`src/common/tcls_defines.svh`:
```
// Bus widths, counter width and register offsets of the lockstep unit
// Offsets are byte addresses on the 5-bit register bus
// Counter width must not exceed the data width, counters are read as one word

`ifndef TCLS_DEFINES_SVH
`define TCLS_DEFINES_SVH

// Bus widths
`define TCLS_DATA_WIDTH  32
`define TCLS_ADDR_WIDTH  32
`define TCLS_BE_WIDTH    4
`define TCLS_INSTR_WIDTH 32
`define TCLS_PERF_WIDTH  5

// Mismatch counters wrap at this width
`define TCLS_CNT_WIDTH   32

// Register map
`define TCLS_REG_MODE       5'h00
`define TCLS_REG_SP_STORE   5'h04
`define TCLS_REG_MISMATCH_0 5'h08
`define TCLS_REG_MISMATCH_1 5'h0C
`define TCLS_REG_MISMATCH_2 5'h10

`endif

```
`src/common/tcls_bus_pkg.sv`:
```
// Core-side and interconnect-side bundles of the lockstep unit
// The core request order keeps the main voting group above the data group

`default_nettype none

`include "tcls_defines.svh"

package tcls_bus_pkg;

  // One core's outgoing requests, also the voted request to the interconnect
  typedef struct packed {
    logic                         irq_ack;
    logic [4:0]                   irq_ack_id;
    logic                         instr_req;
    logic [`TCLS_ADDR_WIDTH-1:0]  instr_addr;
    logic                         data_req;
    logic [`TCLS_ADDR_WIDTH-1:0]  data_addr;
    logic                         data_we;
    logic [`TCLS_DATA_WIDTH-1:0]  data_wdata;
    logic [`TCLS_BE_WIDTH-1:0]    data_be;
  } core_req_t;

  // Interconnect responses, fanned out unchanged to every core
  typedef struct packed {
    logic                         instr_gnt;
    logic [`TCLS_INSTR_WIDTH-1:0] instr_rdata;
    logic                         instr_rvalid;
    logic                         instr_err;
    logic                         data_gnt;
    logic [`TCLS_DATA_WIDTH-1:0]  data_rdata;
    logic                         data_rvalid;
    logic                         data_err;
  } intc_rsp_t;

  // Static and slow control inputs of a core
  typedef struct packed {
    logic [31:0]                  hart_id;
    logic                         fetch_en;
    logic [`TCLS_ADDR_WIDTH-1:0]  boot_addr;
    logic [31:0]                  irq_x;
    logic                         debug_req;
    // Forwarded only, no counter semantics here
    logic [`TCLS_PERF_WIDTH-1:0]  perf_counters;
  } core_ctrl_t;

endpackage

`default_nettype wire

```
`src/common/tcls_reg_pkg.sv`:
```
// Register bus bundles and redundancy state of the lockstep unit
// The bus is a plain strobe bus with a same-cycle response
// State encoding starts at 1, code 0 is never entered

`default_nettype none

`include "tcls_defines.svh"

package tcls_reg_pkg;

  // Single-cycle request strobe
  typedef struct packed {
    logic                        valid;
    logic                        write;
    logic [4:0]                  addr;
    logic [`TCLS_DATA_WIDTH-1:0] wdata;
  } reg_req_t;

  typedef struct packed {
    logic [`TCLS_DATA_WIDTH-1:0] rdata;
    logic                        error;
  } reg_rsp_t;

  // Redundancy state
  typedef enum logic [1:0] {
    TMR_RUN    = 2'b01,
    TMR_UNLOAD = 2'b10,
    TMR_RELOAD = 2'b11
  } red_mode_e;

  // Field layout of the MODE register
  typedef struct packed {
    logic [`TCLS_DATA_WIDTH-4:0] reserved;
    // Read only, reflects the controller state
    red_mode_e                   state;
    logic                        restore_mode;
  } mode_fields_t;

  // MODE word seen as bus data or as decoded fields
  typedef union packed {
    mode_fields_t                fields;
    logic [`TCLS_DATA_WIDTH-1:0] raw;
  } mode_reg_u;

endpackage

`default_nettype wire

```
`src/design/bitwise_tmr_voter.sv`:
```
// Three-way bitwise majority voter, purely combinational
// error_cba_o bit 0 flags input a, bit 1 input b, bit 2 input c

`timescale 1ns/10ps
`default_nettype none

module bitwise_tmr_voter #(
  parameter int unsigned DataWidth = 32
) (
  input  logic [DataWidth-1:0] a_i,
  input  logic [DataWidth-1:0] b_i,
  input  logic [DataWidth-1:0] c_i,
  output logic [DataWidth-1:0] majority_o,
  output logic                 error_o,
  output logic [2:0]           error_cba_o
);

  logic [DataWidth-1:0] diff_a;
  logic [DataWidth-1:0] diff_b;
  logic [DataWidth-1:0] diff_c;

  // Two out of three per bit
  assign majority_o = (a_i & b_i) | (a_i & c_i) | (b_i & c_i);

  // Bits where a core disagrees with the vote
  assign diff_a = a_i ^ majority_o;
  assign diff_b = b_i ^ majority_o;
  assign diff_c = c_i ^ majority_o;

  assign error_cba_o[0] = |diff_a;
  assign error_cba_o[1] = |diff_b;
  assign error_cba_o[2] = |diff_c;

  assign error_o = |error_cba_o;

endmodule

`default_nettype wire

```
`src/design/tcls_manager_regs.sv`:
```
// Register block of the lockstep unit on a single-cycle strobe bus
// Response is combinational, writes land at the next clock edge
// Counters are read only and wrap, unmapped offsets answer with error

`timescale 1ns/10ps
`default_nettype none

`include "tcls_defines.svh"

module tcls_manager_regs (
  input  logic                    clk_i,
  input  logic                    rst_ni,
  input  tcls_reg_pkg::reg_req_t  reg_req_i,
  input  logic [2:0]              count_inc_i,
  input  tcls_reg_pkg::red_mode_e red_mode_i,
  output tcls_reg_pkg::reg_rsp_t  reg_rsp_o,
  output logic                    restore_mode_o,
  output logic                    sp_store_zero_o
);

  // Only restore_mode is stored, state and reserved bits read back otherwise
  localparam logic [`TCLS_DATA_WIDTH-1:0] ModeWrMask = 'h1;

  tcls_reg_pkg::mode_reg_u               mode_q;
  tcls_reg_pkg::mode_reg_u               mode_rd;
  logic [`TCLS_DATA_WIDTH-1:0]           sp_q;
  logic [2:0][`TCLS_CNT_WIDTH-1:0]       cnt_q;
  logic [`TCLS_DATA_WIDTH-1:0]           rdata;
  logic                                  bad_access;
  logic                                  mode_we;
  logic                                  sp_we;

  // Readback view with the live controller state
  always_comb begin
    mode_rd              = mode_q;
    mode_rd.fields.state = red_mode_i;
  end

  always_comb begin
    rdata      = '0;
    bad_access = 1'b0;
    mode_we    = 1'b0;
    sp_we      = 1'b0;
    case (reg_req_i.addr)
      `TCLS_REG_MODE: begin
        rdata   = mode_rd.raw;
        mode_we = reg_req_i.valid & reg_req_i.write;
      end
      `TCLS_REG_SP_STORE: begin
        rdata = sp_q;
        sp_we = reg_req_i.valid & reg_req_i.write;
      end
      `TCLS_REG_MISMATCH_0: begin
        rdata      = cnt_q[0];
        bad_access = reg_req_i.write;
      end
      `TCLS_REG_MISMATCH_1: begin
        rdata      = cnt_q[1];
        bad_access = reg_req_i.write;
      end
      `TCLS_REG_MISMATCH_2: begin
        rdata      = cnt_q[2];
        bad_access = reg_req_i.write;
      end
      default: bad_access = 1'b1;
    endcase
  end

  assign reg_rsp_o.rdata = rdata;
  assign reg_rsp_o.error = reg_req_i.valid & bad_access;

  always_ff @(posedge clk_i or negedge rst_ni) begin
    if (!rst_ni) begin
      mode_q.raw <= '0;
      sp_q       <= '0;
    end else begin
      if (mode_we) begin
        mode_q.raw <= reg_req_i.wdata & ModeWrMask;
      end
      if (sp_we) begin
        sp_q <= reg_req_i.wdata;
      end
    end
  end

  // One counter per core, bumped by the controller
  for (genvar i = 0; i < 3; i++) begin : gen_cnt
    always_ff @(posedge clk_i or negedge rst_ni) begin
      if (!rst_ni) begin
        cnt_q[i] <= '0;
      end else if (count_inc_i[i]) begin
        cnt_q[i] <= cnt_q[i] + 1'b1;
      end
    end
  end

  assign restore_mode_o  = mode_q.fields.restore_mode;
  assign sp_store_zero_o = (sp_q == '0);

endmodule

`default_nettype wire

```
`src/design/tcls_recovery_ctrl.sv`:
```
// Redundancy controller, RUN -> UNLOAD -> RELOAD -> RUN
// Software stores state while in UNLOAD and clears the pointer after reload
// A low fetch_en returns to RUN and suppresses a pending setback

`timescale 1ns/10ps
`default_nettype none

module tcls_recovery_ctrl (
  input  logic                    clk_i,
  input  logic                    rst_ni,
  input  logic                    fetch_en_i,
  input  logic [2:0]              mismatch_core_i,
  input  logic                    restore_mode_i,
  input  logic                    sp_store_zero_i,
  output tcls_reg_pkg::red_mode_e red_mode_o,
  output logic [2:0]              count_inc_o,
  output logic                    setback_o
);

  tcls_reg_pkg::red_mode_e state_d;
  tcls_reg_pkg::red_mode_e state_q;
  logic                    setback_d;
  logic                    setback_q;
  logic                    single_core;

  // Exactly one core out of line, the faulty one is known
  assign single_core = (mismatch_core_i == 3'b001) ||
                       (mismatch_core_i == 3'b010) ||
                       (mismatch_core_i == 3'b100);

  assign count_inc_o = (state_q == tcls_reg_pkg::TMR_RUN && single_core) ?
                       mismatch_core_i : 3'b000;

  always_comb begin
    state_d   = state_q;
    setback_d = 1'b0;
    case (state_q)
      tcls_reg_pkg::TMR_RUN: begin
        // With restore_mode set the mismatch is only counted
        if (mismatch_core_i != 3'b000 && !restore_mode_i) begin
          state_d = tcls_reg_pkg::TMR_UNLOAD;
        end
      end
      tcls_reg_pkg::TMR_UNLOAD: begin
        if (!sp_store_zero_i) begin
          state_d   = tcls_reg_pkg::TMR_RELOAD;
          setback_d = 1'b1;
        end
      end
      tcls_reg_pkg::TMR_RELOAD: begin
        if (sp_store_zero_i) begin
          state_d = tcls_reg_pkg::TMR_RUN;
        end
      end
      default: state_d = tcls_reg_pkg::TMR_RUN;
    endcase

    // Cores held off, nothing to recover
    if (!fetch_en_i) begin
      state_d   = tcls_reg_pkg::TMR_RUN;
      setback_d = 1'b0;
    end
  end

  always_ff @(posedge clk_i or negedge rst_ni) begin
    if (!rst_ni) begin
      state_q   <= tcls_reg_pkg::TMR_RUN;
      setback_q <= 1'b0;
    end else begin
      state_q   <= state_d;
      setback_q <= setback_d;
    end
  end

  assign red_mode_o = state_q;
  assign setback_o  = setback_q;

endmodule

`default_nettype wire

```
`src/design/tcls_request_voter.sv`:
```
// Votes the three core requests into one interconnect request
// Data group disagreement is only reported while the voted data_req is high
// Flags are combinational, they follow the inputs in the same cycle

`timescale 1ns/10ps
`default_nettype none

`include "tcls_defines.svh"

module tcls_request_voter (
  input  tcls_bus_pkg::core_req_t [2:0] core_req_i,
  output tcls_bus_pkg::core_req_t       voted_req_o,
  output logic                          mismatch_o,
  output logic [2:0]                    mismatch_core_o
);

  // irq_ack, irq_ack_id, instr_req, instr_addr, data_req
  localparam int unsigned MainWidth = 1 + 5 + 1 + `TCLS_ADDR_WIDTH + 1;
  // data_addr, data_we, data_wdata, data_be
  localparam int unsigned GrpWidth  = `TCLS_ADDR_WIDTH + 1 + `TCLS_DATA_WIDTH + `TCLS_BE_WIDTH;

  logic [2:0][MainWidth-1:0] main_in;
  logic [2:0][GrpWidth-1:0]  data_in;
  logic [MainWidth-1:0]      main_out;
  logic [GrpWidth-1:0]       data_out;
  logic                      main_err;
  logic                      data_err;
  logic [2:0]                main_err_cba;
  logic [2:0]                data_err_cba;

  for (genvar i = 0; i < 3; i++) begin : gen_split
    assign main_in[i] = {core_req_i[i].irq_ack, core_req_i[i].irq_ack_id,
                         core_req_i[i].instr_req, core_req_i[i].instr_addr,
                         core_req_i[i].data_req};
    assign data_in[i] = {core_req_i[i].data_addr, core_req_i[i].data_we,
                         core_req_i[i].data_wdata, core_req_i[i].data_be};
  end

  bitwise_tmr_voter #(
    .DataWidth   ( MainWidth    )
  ) i_main_voter (
    .a_i         ( main_in[0]   ),
    .b_i         ( main_in[1]   ),
    .c_i         ( main_in[2]   ),
    .majority_o  ( main_out     ),
    .error_o     ( main_err     ),
    .error_cba_o ( main_err_cba )
  );

  bitwise_tmr_voter #(
    .DataWidth   ( GrpWidth     )
  ) i_data_voter (
    .a_i         ( data_in[0]   ),
    .b_i         ( data_in[1]   ),
    .c_i         ( data_in[2]   ),
    .majority_o  ( data_out     ),
    .error_o     ( data_err     ),
    .error_cba_o ( data_err_cba )
  );

  // Rebuild the request from the two voted groups
  always_comb begin
    {voted_req_o.irq_ack, voted_req_o.irq_ack_id, voted_req_o.instr_req,
     voted_req_o.instr_addr, voted_req_o.data_req} = main_out;
    {voted_req_o.data_addr, voted_req_o.data_we,
     voted_req_o.data_wdata, voted_req_o.data_be} = data_out;
  end

  // Idle data lines may differ freely between cores
  assign mismatch_core_o = main_err_cba | (data_err_cba & {3{voted_req_o.data_req}});
  assign mismatch_o      = main_err | (data_err & voted_req_o.data_req);

endmodule

`default_nettype wire

```
`src/design/tcls_unit.sv`:
```
// Triple-core lockstep unit between three cores and one interconnect port
// Requests are voted, responses and control fan out unchanged, no added latency
// Bus strobes pass through, the cores hold their requests until granted

`timescale 1ns/10ps
`default_nettype none

module tcls_unit (
  input  logic                            clk_i,
  input  logic                            rst_ni,

  // Core side
  input  tcls_bus_pkg::core_req_t  [2:0]  core_req_i,
  output tcls_bus_pkg::intc_rsp_t  [2:0]  core_rsp_o,
  output tcls_bus_pkg::core_ctrl_t [2:0]  core_ctrl_o,
  output logic                     [2:0]  core_setback_o,

  // Interconnect side
  output tcls_bus_pkg::core_req_t         intc_req_o,
  input  tcls_bus_pkg::intc_rsp_t         intc_rsp_i,
  input  tcls_bus_pkg::core_ctrl_t        ctrl_i,

  // Register bus
  input  tcls_reg_pkg::reg_req_t          reg_req_i,
  output tcls_reg_pkg::reg_rsp_t          reg_rsp_o,

  // Status
  output logic                            mismatch_o,
  output logic                     [2:0]  mismatch_core_o
);

  logic                    setback;
  logic [2:0]              count_inc;
  logic                    restore_mode;
  logic                    sp_store_zero;
  tcls_reg_pkg::red_mode_e red_mode;

  tcls_request_voter i_voter (
    .core_req_i      ( core_req_i      ),
    .voted_req_o     ( intc_req_o      ),
    .mismatch_o      ( mismatch_o      ),
    .mismatch_core_o ( mismatch_core_o )
  );

  tcls_recovery_ctrl i_ctrl (
    .clk_i           ( clk_i           ),
    .rst_ni          ( rst_ni          ),
    .fetch_en_i      ( ctrl_i.fetch_en ),
    .mismatch_core_i ( mismatch_core_o ),
    .restore_mode_i  ( restore_mode    ),
    .sp_store_zero_i ( sp_store_zero   ),
    .red_mode_o      ( red_mode        ),
    .count_inc_o     ( count_inc       ),
    .setback_o       ( setback         )
  );

  tcls_manager_regs i_regs (
    .clk_i           ( clk_i           ),
    .rst_ni          ( rst_ni          ),
    .reg_req_i       ( reg_req_i       ),
    .count_inc_i     ( count_inc       ),
    .red_mode_i      ( red_mode        ),
    .reg_rsp_o       ( reg_rsp_o       ),
    .restore_mode_o  ( restore_mode    ),
    .sp_store_zero_o ( sp_store_zero   )
  );

  // Same response, control and setback to every core
  for (genvar i = 0; i < 3; i++) begin : gen_fanout
    assign core_rsp_o[i]     = intc_rsp_i;
    assign core_ctrl_o[i]    = ctrl_i;
    assign core_setback_o[i] = setback;
  end

endmodule

`default_nettype wire

```
`config.mk`:
```
export PLATFORM = sky130hd
export DESIGN_NAME = tcls_unit
export DESIGN_NICKNAME = d
export VERILOG_FILES = /design/src/common/tcls_bus_pkg.sv /design/src/common/tcls_reg_pkg.sv /design/src/design/bitwise_tmr_voter.sv /design/src/design/tcls_manager_regs.sv /design/src/design/tcls_recovery_ctrl.sv /design/src/design/tcls_request_voter.sv /design/src/design/tcls_unit.sv
export VERILOG_INCLUDE_DIRS = /design/src /design/src/common
export SDC_FILE = /design/constraint.sdc
export NUM_CORES = 1
export LEC_CHECK = 0
export BUFFER_PORTS_ARGS = -buffer_cell sky130_fd_sc_hd__buf_2
export CORE_AREA = 4 4 474 476
export CTS_CLUSTER_SIZE = 28
export DETAILED_ROUTE_END_ITERATION = 6
export DIE_AREA = 0 0 478 480
export HOLD_SLACK_MARGIN = 0.15
export MAX_ROUTING_LAYER = met4
export PLACE_DENSITY = 0.35
export SYNTH_ARGS = -nofsm -noshare
export SYNTH_HDL_FRONTEND = slang
export SYNTH_SLANG_ARGS = --single-unit
```
`constraint.sdc`:
```
create_clock -name clk_i -period 3.83 [get_ports clk_i]
set_input_delay 0.1915 -clock clk_i [delete_from_list [all_inputs] [get_ports clk_i]]
set_output_delay 0.1915 -clock clk_i [all_outputs]
set_load 0.01 [all_outputs]
```
# Yosys cells after proc, flatten, opt, wreduce, memory -nomap -nowiden
# Cells that the tools add are included.
# classes
add_sub_neg	3
n_eq_ne	13
mux	13
bitwise_logic	22
n_reduce_logical	19
# ops
operator	n
$and A69 B69 Y69	3
$reduce_or A207 Y1	1
$reduce_or A69 Y1	3
$xor A69 B69 Y69	3
$pmux W32 S5	1
$or A69 B69 Y69	2
$and A40 B40 Y40	3
$reduce_or A120 Y1	1
$reduce_or A40 Y1	3
$xor A40 B40 Y40	3
$add A32 B1 Y32 const B	3
$or A40 B40 Y40	2
$logic_not A32 Y1	1
$eq A5 B4 Y1 const B	2
$mux W2	4
$ne A3 B3 Y1 const B	2
$pmux W2 S3	1
$eq A5 B3 Y1 const B	1
$eq A5 B5 Y1 const B	1
$logic_not A5 Y1	1
$mux W1	5
$eq A2 B2 Y1 const B	2
$and A1 B1 Y1	3
$and A3 B3 Y3	1
other kinds (16)	18
# totals
register_bits	132
input_bits	541
out_inout_bits	668
word_cells	77

# Logic depth before layout (Yosys ltp)
# Gate-level depths: netlist (run 1).
# depth
ltp_word	12
depth_mapped	11

# Cells and area by module
# Synthesis (run 1) repeated with hierarchy kept, for this count alone.
# hier_totals
cells_unflattened	2217
hier_area_um2	17446.7
# by_module_without_submodules
mod	n_inst	cells_each	area_each_um2	seq_area_each_um2
tcls_manager_regs	1	577	6318.6	3228.1
bitwise_tmr_voter (i_voter.i_data_voter)	1	690	4428.0	0.0
tcls_unit	1	522	3918.8	0.0
bitwise_tmr_voter (i_voter.i_main_voter)	1	401	2516.2	0.0
tcls_recovery_ctrl	1	23	235.2	76.3
tcls_request_voter	1	4	30.0	0.0

# Least setup slack after synthesis (run 1)
# No wires, ideal clock.
# synth_path
path_kind	input-to-reg
startpoint	input core_req_i[5] in the netlist's numbering
endpoint	register i_regs.cnt_q[86] in the netlist's numbering
arrival_time_ps	2746
required_time_ps	3707
slack_ps	961
path_stages	11
path_buffers	2
cell_sequence	nor2b_1 > a2111oi_2 > nand3_1 > or4_1 > or4_1 > a211oi_2 > and4b_1 > buf_4 > buf_6 > nand3_1 > xnor2_1
# synth_via
elab_chain_len	12
elab_cells_between_ends	19
cone_classes	3 x eq/ne; 1 x mux; 9 x bitwise; 6 x reduce/logical
# synth_lines
element	line	text
start: declaration	tcls_unit.sv:13	input tcls_bus_pkg::core_req_t [2:0] core_req_i,
$and A69 B69 Y69	bitwise_tmr_voter.sv:23	assign majority_o = (a_i & b_i) | (a_i & c_i) | (b_i & c_i);
$or A69 B69 Y69 (2 in a row)	bitwise_tmr_voter.sv:23	
$xor A69 B69 Y69 (on tied branches)	bitwise_tmr_voter.sv:26, bitwise_tmr_voter.sv:27, bitwise_tmr_voter.sv:28	
$reduce_or A69 Y1 (on tied branches)	bitwise_tmr_voter.sv:30, bitwise_tmr_voter.sv:31, bitwise_tmr_voter.sv:32	
$and A3 B3 Y3 *	tcls_request_voter.sv:70	assign mismatch_core_o = main_err_cba | (data_err_cba & {3{voted_req_o.data_req}});
$or A3 B3 Y3 *	tcls_request_voter.sv:70	
$eq A3 B1 Y1 or $eq A3 B2 Y1 (tied branches)	tcls_recovery_ctrl.sv:27, tcls_recovery_ctrl.sv:28	
$logic_or A1 B1 Y1	tcls_recovery_ctrl.sv:27	assign single_core = (mismatch_core_i == 3'b001) ||
$logic_or A1 B1 Y1	tcls_recovery_ctrl.sv:28	(mismatch_core_i == 3'b010) ||
$logic_and A1 B1 Y1	tcls_recovery_ctrl.sv:31	assign count_inc_o = (state_q == tcls_reg_pkg::TMR_RUN && single_core) ?
$mux W3 *	tcls_recovery_ctrl.sv:31	
end signal: indexed assignment	tcls_manager_regs.sv:92	cnt_q[i] <= cnt_q[i] + 1'b1;
end: declaration	tcls_manager_regs.sv:27	logic [2:0][`TCLS_CNT_WIDTH-1:0] cnt_q;
# Every way passes the cells marked *; elsewhere a longest branch is shown, timed or not.
# A chain may end at the register's enable or synchronous reset.

# Worst setup path in the final report (run 1)
# layout_path
startpoint	input core_req_i[13] in the netlist's numbering
endpoint	output mismatch_o
# layout_via
elab_chain_len	7
elab_cells_between_ends	10
cone_classes	9 x bitwise; 1 x reduce/logical
# layout_lines
element	line	text
$and A69 B69 Y69	bitwise_tmr_voter.sv:23	
$or A69 B69 Y69 (2 in a row)	bitwise_tmr_voter.sv:23	
$xor A69 B69 Y69 (on tied branches)	bitwise_tmr_voter.sv:26, bitwise_tmr_voter.sv:27, bitwise_tmr_voter.sv:28	
$reduce_or A207 Y1 *	bitwise_tmr_voter.sv:34	assign error_o = |error_cba_o;
$and A1 B1 Y1 *	tcls_request_voter.sv:71	assign mismatch_o = main_err | (data_err & voted_req_o.data_req);
$or A1 B1 Y1 *	tcls_request_voter.sv:71	
end: declaration	tcls_unit.sv:28	output logic mismatch_o,
# Marks and branches as above.

==> results of run 1 <==
==> power groups by stage <==
stage | clock network [mW] | logic, mW | registers [mW]
finish | 1.71 | 2.05 | 1.53
global route | 1.81 | 2.25 | 1.54
CTS | 1.75 | 2.17 | 1.54
detailed placement | 0 | 2.13 | 1.56
global placement | 0 | 2.12 | 1.56
floorplan | 0 | 1.23 | 1.52
==> synthesized netlist by cell type (41+ instances only) <==
| master | count |
|---|---|
| o21ai_0 | 48 |
| nand2_1 | 61 |
| nor2_1 | 224 |
| buf_4 | 524 |
| xnor2_1 | 73 |
| a21oi_1 | 119 |
| nand3b_1 | 84 |
| or3b_2 | 57 |
| nor3b_1 | 106 |
| nand4_1 | 73 |
| o21a_1 | 71 |
| nand2b_1 | 41 |
| mux2i_1 | 55 |
| nand3_1 | 49 |
| o22ai_1 | 47 |
| dfrtp_1 | 131 |
| nor4_1 | 71 |
| and3b_1 | 77 |
==> through the flow <==
step	hold slack, ps	setup slack, ps	power (mW)
after global placement	357	-2220	3.68
after floorplan	-104	961	2.75
final	200	201	5.30
after detailed placement	355	-720	3.69
after global routing	208	15.9	5.60
after CTS	227	27.9	5.45
==> routing by layer <==
layer,up-vias,share of wire
li1,8056,-
met1,8327,0.36
met2,1020,0.52
met3,217,0.093
met4,0,0.021
met5,-,0
==> worst max-delay path, cell delays in order <==
cell and delay, ps:
buf_2 210, and3b_1 290, nor4_2 250, nand4_1 370
or4_4 620, or4_4 620, a21oi_2 200, buf_4 160
nor3b_1 180, buf_4 140, inv_1 30, buf_2 150
==> path summary, 6_finish.rpt <==
path	from	end	slack (ps)	cells after the start
setup / recovery	core_req_i[13]	mismatch_o	200	12
hold / removal	ctrl_i[70]	i_ctrl.red_mode_o[1]$_DFFE_PN0P_	200	3
setup reg to reg	i_regs.cnt_q[72]$_DFFE_PN0P_	i_regs.cnt_q[94]$_DFFE_PN0P_	1110	9
hold reg to reg	i_regs.cnt_q[63]$_DFFE_PN0P_	i_regs.cnt_q[63]$_DFFE_PN0P_	470	1
max in group asynchronous	rst_ni	i_regs.cnt_q[17]$_DFFE_PN0P_	2510	3
min in group asynchronous	rst_ni	i_regs.sp_q[15]$_DFFE_PN0P_	430	2
==> flip-flops by register name, indices dropped and copies added (netlist names) <==
signal	cells
i_regs.cnt_q	96
i_regs.sp_q	32
i_ctrl.red_mode_o	2
i_ctrl.setback_o	1
i_regs.mode_q	1
==> placed cells by master, fill, tap and decap left out, drive strengths merged, types with 47 or more instances in the layout <==
master,n
or3b,57
buf,683
o21ai,49
nor4,73
nand4,73
o21a,71
nor3b,108
and3b,77
nand3,49
mux2i,55
a21oi,119
xnor2,73
nand2,61
o22ai,47
nor2,224
nand3b,84
dfrtp,131
==> kinds of logic after synthesis <==
family / after synthesis / synth area share
flip-flops: 132 / 0.186
AND/OR/NAND/NOR: 973 / 0.336
multiplexers: 93 / 0.0549
buffers and inverters: 595 / 0.237
adder cells (fa/ha/maj): 11 / 0.00703
AO/OA/AOI/OAI: 367 / 0.131
XOR/XNOR: 98 / 0.0482
==> layout make-up <==
class	count	area [sq um]
clock inverters	8	125
well taps	2975	3720
clock buffers	22	484
fillers	25811	198000
diodes	11	27.5
inverters	39	146
multi-input cells	1542	10500
flip-flops and latches	132	3300
repair buffers	716	4280
==> timing repair <==
item | CTS | global route
hold endpoints to repair | 93 | 0
setup buffers | 2 | 0
setup endpoints to repair | 88 | 2
pin swaps | 3 | 4
hold buffers | 33 | 0
resized for setup | 10 | 8
==> summary.md, run 1 <==
| Metric | Value |
|---|---|
| Clock Tree Buf Depth | 2 |
| Yosys reg bits | 132 |
| Share of layout cells above drive strength 1 | 0.351 |
| Power Dens Cells | 235 nW/um^2 |
| Period utilization | 0.948 |
| Avg Cell Area, Syn | 7.85 sq um |
| Pin count of the biggest net entering global routing | 72 |
| Die width | 478 microns |
| Number of synthesized flops with an enable pin | 0 |
| Switching Power | 2.00 mW |
| Via density | 3.24 |
| Placed cells | 5,369 |
| Worst Hold Class | in -> reg |
| Clock Pin Slew Worst Setup and Hold Paths | 60 ps |
| Chip height | 480 microns |
| Final ANT Viol Nets | 0 |
| Clk_lat worst skew | 420 ps |
| H-tree depth | 4 |
| Core Area | 221,000 sq um |
| Minimum clock period | 3630 ps |
| Slew HR | 0.234 |
| Clk network pwr share | 0.323 |
| HPWL after DPL | 140 mm |
| Synth Instances | 2,269 |
| Yosys top cell area share | 0.221 |
| Largest area contributor in the netlist | buf_4 |
| Max-slew violation count | 0 |
| Status | completed |
| Max_cap viols | 0 |
| Least-Margin Pin Slew | 1150 ps |
| Critical Path RT | 3640 ps |
| VDD IR-drop max | 271 uV |
| Fmax | 276 MHz |
| Final std cells w/o fill | 5,445 |
| Leak | 9.02 nW |
| CTS buffer count | 17 |
| Nets@finish | 2,995 |
| GRT Total Usage | 0.130 |
| Reg power frac | 0.290 |
| Placer Congestion | 0.853 |
| Layer with the highest usage | met2 |
| Initial antenna violation count | 45 |
| Final Cell Area | 22,600 sq um |
| Root Driver | clkbuf_16 |
| Area grow syn2layout | 26.7% |
| Async S/R FF share, synth | 1.00 |
| CTS tree | built |
| Rows | 173 |
| Initial cell density of the core | 0.0806 |
| Combinational Power Share | 0.387 |
| Sink Count | 132 |
| Register area share after synthesis | 0.186 |
| M2 GR Usage | 0.239 |
| Startpoint Class | primary input |
| Met1 Resource Use GR | 0.131 |
| M3 GR Usage | 0.0479 |
| Fin util | 0.102 |
| TritonRoute pass-1 iters | 5 |
| Unrepaired setup endpoints after global routing | false |
| Number of global-route vias before repair | 17.2k |
| TNS Setup | 0 ps |
| DRC viols | 0 |
| Final setup viols | 0 |
| Total Die Area | 229,000 sq um |
| Syn_nets | 2,816 |
| Global-route wire length before repair | 190 mm |
| Area post-placement | 21,500 sq um |
| I/O pin cnt | 1,209 |
| IO buf count | 520 |
| Kind of critical path | in -> out |
| Worst path arrival time | 3440 ps |
| Synth unique cells | 62 |
| Clock skew | 9.14 ps |
| Main area contributors after synthesis | buf_4, dfrtp_1, nor2_1 |
| Synth Flop Type | dfrtp_1 |
| GRT overflow | 0 |
| Warnings, synthesis | 0 |
| Mapped cell area | 17,800 sq um |
| CP max FO | 7 |
| Routed length per placed instance | 28.0 microns |
| Total count of hold-check failures in the final report | 0 |
| Iter 0 DRT Violations | 866 |
| Worst Setup End Kind | primary output |
| Power Internal | 3.30 mW |
| Total number of vias | 17.6k |
| WL final | 152 mm |
| Sw Share | 0.378 |
Power figures use the tool's default switching activity.
==> inputs of run 2 (changes only) <==
CORE_AREA = 4 4 464 466   (was 4 4 474 476)
DIE_AREA = 0 0 468 470   (was 0 0 478 480)
==> summary.md, run 2 <==
| Metric | Value |
|---|---|
| Status | aborted with a tool error |
| Failing step | 5_2_route |
| Error msg | [ERROR DRT-0255] Maze Route cannot find path of net ctrl_i[62] in worker of routeBox ( 434700 0 ) ( 468000 48300 ). |
| Postcts setup bufs | 0 |
| Yosys reg bits | 132 |
| Synth unique cells | 62 |
| IO buf count | 520 |
| Global-route wire length before repair | 188 mm |
| H-tree depth | 4 |
| Post-Synth XOR/XNOR Area | 0.0482 |
| Complex-gate fraction of the synthesized area | 0.131 |
| Synth Area in Simple Gates | 0.336 |
| Syn_nets | 2,816 |
| Clock Tree Buf Depth | 2 |
| Main area contributors after synthesis | buf_4, dfrtp_1, nor2_1 |
| Synth Instances | 2,269 |
| Avg Cell Area, Syn | 7.85 sq um |
| Area share of fa/ha/maj cells after synthesis | 0.00703 |
| Die width | 468 microns |
| Largest family of logic cells by synthesized area | simple AND/OR/NAND/NOR gates |
| Pin count of the biggest net entering global routing | 66 |
| GRT overflow | 0 |
| Number of synthesized flops with an enable pin | 0 |
| Post-synth top cells | buf_4, nor2_1, dfrtp_1 |
| Placer Congestion | 0.859 |
| Initial cell density of the core | 0.0843 |
| Rows | 169 |
| Largest area contributor in the netlist | buf_4 |
| Synth Flop Type | dfrtp_1 |
| Most frequent cell after synthesis | buf_4 |
| Sink Count | 132 |
| Yosys top cell area share | 0.221 |
| Post-GRT worst EP | mismatch_o |
| CTS buffer count | 17 |
| Mapped cell area | 17,800 sq um |
| Worst_ep kind | primary output |
| Proportion of synthesized area in mux cells | 0.0549 |
| Number of global-route vias before repair | 17.1k |
| Initial antenna violation count | 49 |
| Root Driver | clkbuf_16 |
| Warnings, synthesis | 0 |
| I/O pin cnt | 1,209 |
| Async S/R FF share, synth | 1.00 |
| GRT Total Usage | 0.135 |
| Chip height | 470 microns |
| Register area share after synthesis | 0.186 |
| HPWL after DPL | 138 mm |
-- run 2: through the flow --
step           area [sq um]  worst slack [ps]  instances  TNS (ps)
2_1_floorplan         17800               961       2269         0
3_3_place_gp          21000             -1370       5183   -114250
3_5_place_dp          21000              -670       5184    -51360
4_1_cts               22100              44.5       5250         0
5_1_grt               22100              51.2       5260         0
-- run 2: cells by family after synthesis --
group	Yosys count
simple gates	973
xor+xnor	98
buf+inv	595
fa+ha+maj	11
mux	93
compound gates	367
flops	132
-- run 2: routing by layer --
metal  track usage
met3        0.0516
met4        0.0399
met1         0.135
met5             -
met2         0.241
-- run 2: what timing repair did --
action,CTS,global route
hold buffers,34,0
endpoints found under the hold margin,97,0
pin swaps,2,0
gates resized for setup,18,2
setup endpoints to repair,87,1
==> inputs of run 3 (changes only) <==
CORE_AREA = 4 4 474 476   (was 4 4 464 466)
CTS_CLUSTER_SIZE = default   (was 28)
DIE_AREA = 0 0 478 480   (was 0 0 468 470)
HOLD_SLACK_MARGIN = default   (was 0.15)
MAX_ROUTING_LAYER = default   (was met4)
PLACE_DENSITY = default   (was 0.35)
PLACE_DENSITY_LB_ADDON = 0.15   (was default)
==> summary.md, run 3 (synthesized netlist as in run 1, its figures left out) <==
| Metric | Value |
|---|---|
| Status | completed |
| Minimum clock period | 3590 ps |
| Period utilization | 0.936 |
| Commonest non-fill, non-tap cell in the layout | buf_2 |
| Worst Hold Class | in -> reg |
| CTS tree | built |
| Die width | 478 microns |
| Initial cell density of the core | 0.0806 |
| Largest register FFs | 96 |
| Fillcell total | 25.9k |
| Combinational Power Share | 0.380 |
| Largest stage delay, worst path | 630 ps |
| CP delay by family, top | simple AND/OR/NAND/NOR gates |
| Pin count of the biggest net entering global routing | 96 |
| Clock Tree Buf Depth | 2 |
| Via density | 3.21 |
| Worst Setup End Kind | primary output |
| HPWL after DPL | 136 mm |
| CP max FO | 3 |
| Worst path arrival time | 3390 ps |
| Startpoint Class | primary input |
| Leak | 8.84 nW |
| Slew HR | 0.344 |
| Reg with most FFs | i_regs.cnt_q |
| Initial antenna violation count | 66 |
| Switching Power | 2.04 mW |
| Total number of vias | 17.4k |
| Cell chain of the critical path | buf_2 > nor2b_1 > a2111oi_2 > nand3_1 > or4_1 > or4_4 > buf_4 > a21oi_1 > nor3b_2 > buf_4 > inv_1 > buf_2 |
| I/O pin cnt | 1,209 |
| Final ANT Viol Nets | 0 |
| Sw Share | 0.387 |
| Max-slew violation count | 0 |
| Routed length per placed instance | 27.5 microns |
| Least-Margin Pin Slew | 984 ps |
| Nets@finish | 2,958 |
| Kind of critical path | in -> out |
| Iter 0 DRT Violations | 732 |
| Max_cap viols | 0 |
| TritonRoute pass-1 iters | 5 |
| Area grow syn2layout | 24.6% |
| Reg power frac | 0.291 |
| CP max-delay cell | or4_4 |
| Placed cells | 5,339 |
| H-tree depth | 4 |
| Rows | 173 |
| Unrepaired setup endpoints after global routing | false |
| Number of global-route vias before repair | 17.7k |
| Clock skew | 13.4 ps |
| Sink Count | 132 |
| Core Area | 221,000 sq um |
| Global-route wire length before repair | 188 mm |
| Final std cells w/o fill | 5,409 |
| Total Die Area | 229,000 sq um |
| CP Buf/Inv Count | 5 |
| Clock Pin Slew Worst Setup and Hold Paths | 60 ps |
| Share of layout cells above drive strength 1 | 0.337 |
| Final Power | 5.26 mW |
| Clk network pwr share | 0.329 |
| GRT overflow | 0 |
| GRT Total Usage | 0.124 |
| DRC viols | 0 |
| Placer Congestion | 0.812 |
| Power Internal | 3.22 mW |
| CTS buffer count | 17 |
| Critical Path RT | 3640 ps |
| Final setup viols | 0 |
| IO buf count | 520 |
| Power Dens Cells | 237 nW/um^2 |
| Root Driver | clkbuf_16 |
| Chip height | 480 microns |
| Fmax | 279 MHz |
| Clk_lat worst skew | 440 ps |
| Most frequent cells in the layout | buf_2, nor2_1, dfrtp_1, buf_4, a21oi_1 |
| VDD IR-drop max | 313 uV |
| Total count of hold-check failures in the final report | 0 |
| WL final | 149 mm |
## run 3: final cells by class
class	instances	area, sq um	area share
Inverter	39	146	0.00660
Sequential cell	132	3300	0.149
Antenna cell	10	25.0	0.00113
Clock inverter	14	161	0.00727
Clock buffer	18	439	0.0198
Tap cell	2975	3720	0.168
Timing Repair Buffer	679	3960	0.178
Multi-Input combinational cell	1542	10400	0.470
## run 3: path summary, 6_finish.rpt
check,from,to,slack (ps),cells after the start
setup / recovery,core_req_i[5],mismatch_o,240,12
hold / removal,reg_req_i[8],i_regs.sp_q[8]$_DFFE_PN0P_,40,2
setup reg to reg,i_regs.cnt_q[75]$_DFFE_PN0P_,i_regs.cnt_q[95]$_DFFE_PN0P_,1170,9
hold reg to reg,i_regs.cnt_q[31]$_DFFE_PN0P_,i_regs.cnt_q[31]$_DFFE_PN0P_,470,1
max in group asynchronous,rst_ni,i_ctrl.red_mode_o[0]$_DFFE_PN1P_,2380,3
min in group asynchronous,rst_ni,i_regs.sp_q[12]$_DFFE_PN0P_,470,2
## run 3: routing by layer
layer	GRT usage	up-vias	routed length, microns	part of all wire
met5	0	-	75	0.00050
met2	0.228	921	75900	0.51
li1	-	7994	-	-
met3	0.0377	252	11100	0.075
met4	0.0314	10	4480	0.030
met1	0.137	8187	57200	0.38
## run 3: what timing repair did
action                                  4_1_cts  5_1_grt
hold endpoints to repair                    120        0
pin swaps                                     4        0
resized for setup                            14        7
buffers inserted                              0        0
hold buffers                                 28        0
endpoints found under the setup margin       52        2
## run 3: stage by stage
stage | setup slack [ps] | hold WS (ps) | util | setup TNS, ps | cell area (sq um)
after floorplan | 961 | -104 | - | 0 | 17800
after global placement | -1070 | 383 | 0.0956 | -80650 | 21100
after detailed placement | -927 | 383 | 0.0958 | -53150 | 21200
after CTS | 1.29 | 2.67 | 0.100 | 0 | 22100
after global routing | 32.4 | 11.4 | 0.100 | 0 | 22200
final | 244 | 38.6 | 0.100 | 0 | 22200
## run 3: power by group through the flow
stage	Combinational, mW	Sequential (mW)	Clock, mW
after global placement	2.08	1.56	0
after floorplan	1.23	1.52	0
after detailed placement	2.08	1.56	0
after CTS	2.13	1.53	1.80
final	2.00	1.53	1.73
after global routing	2.21	1.54	1.86
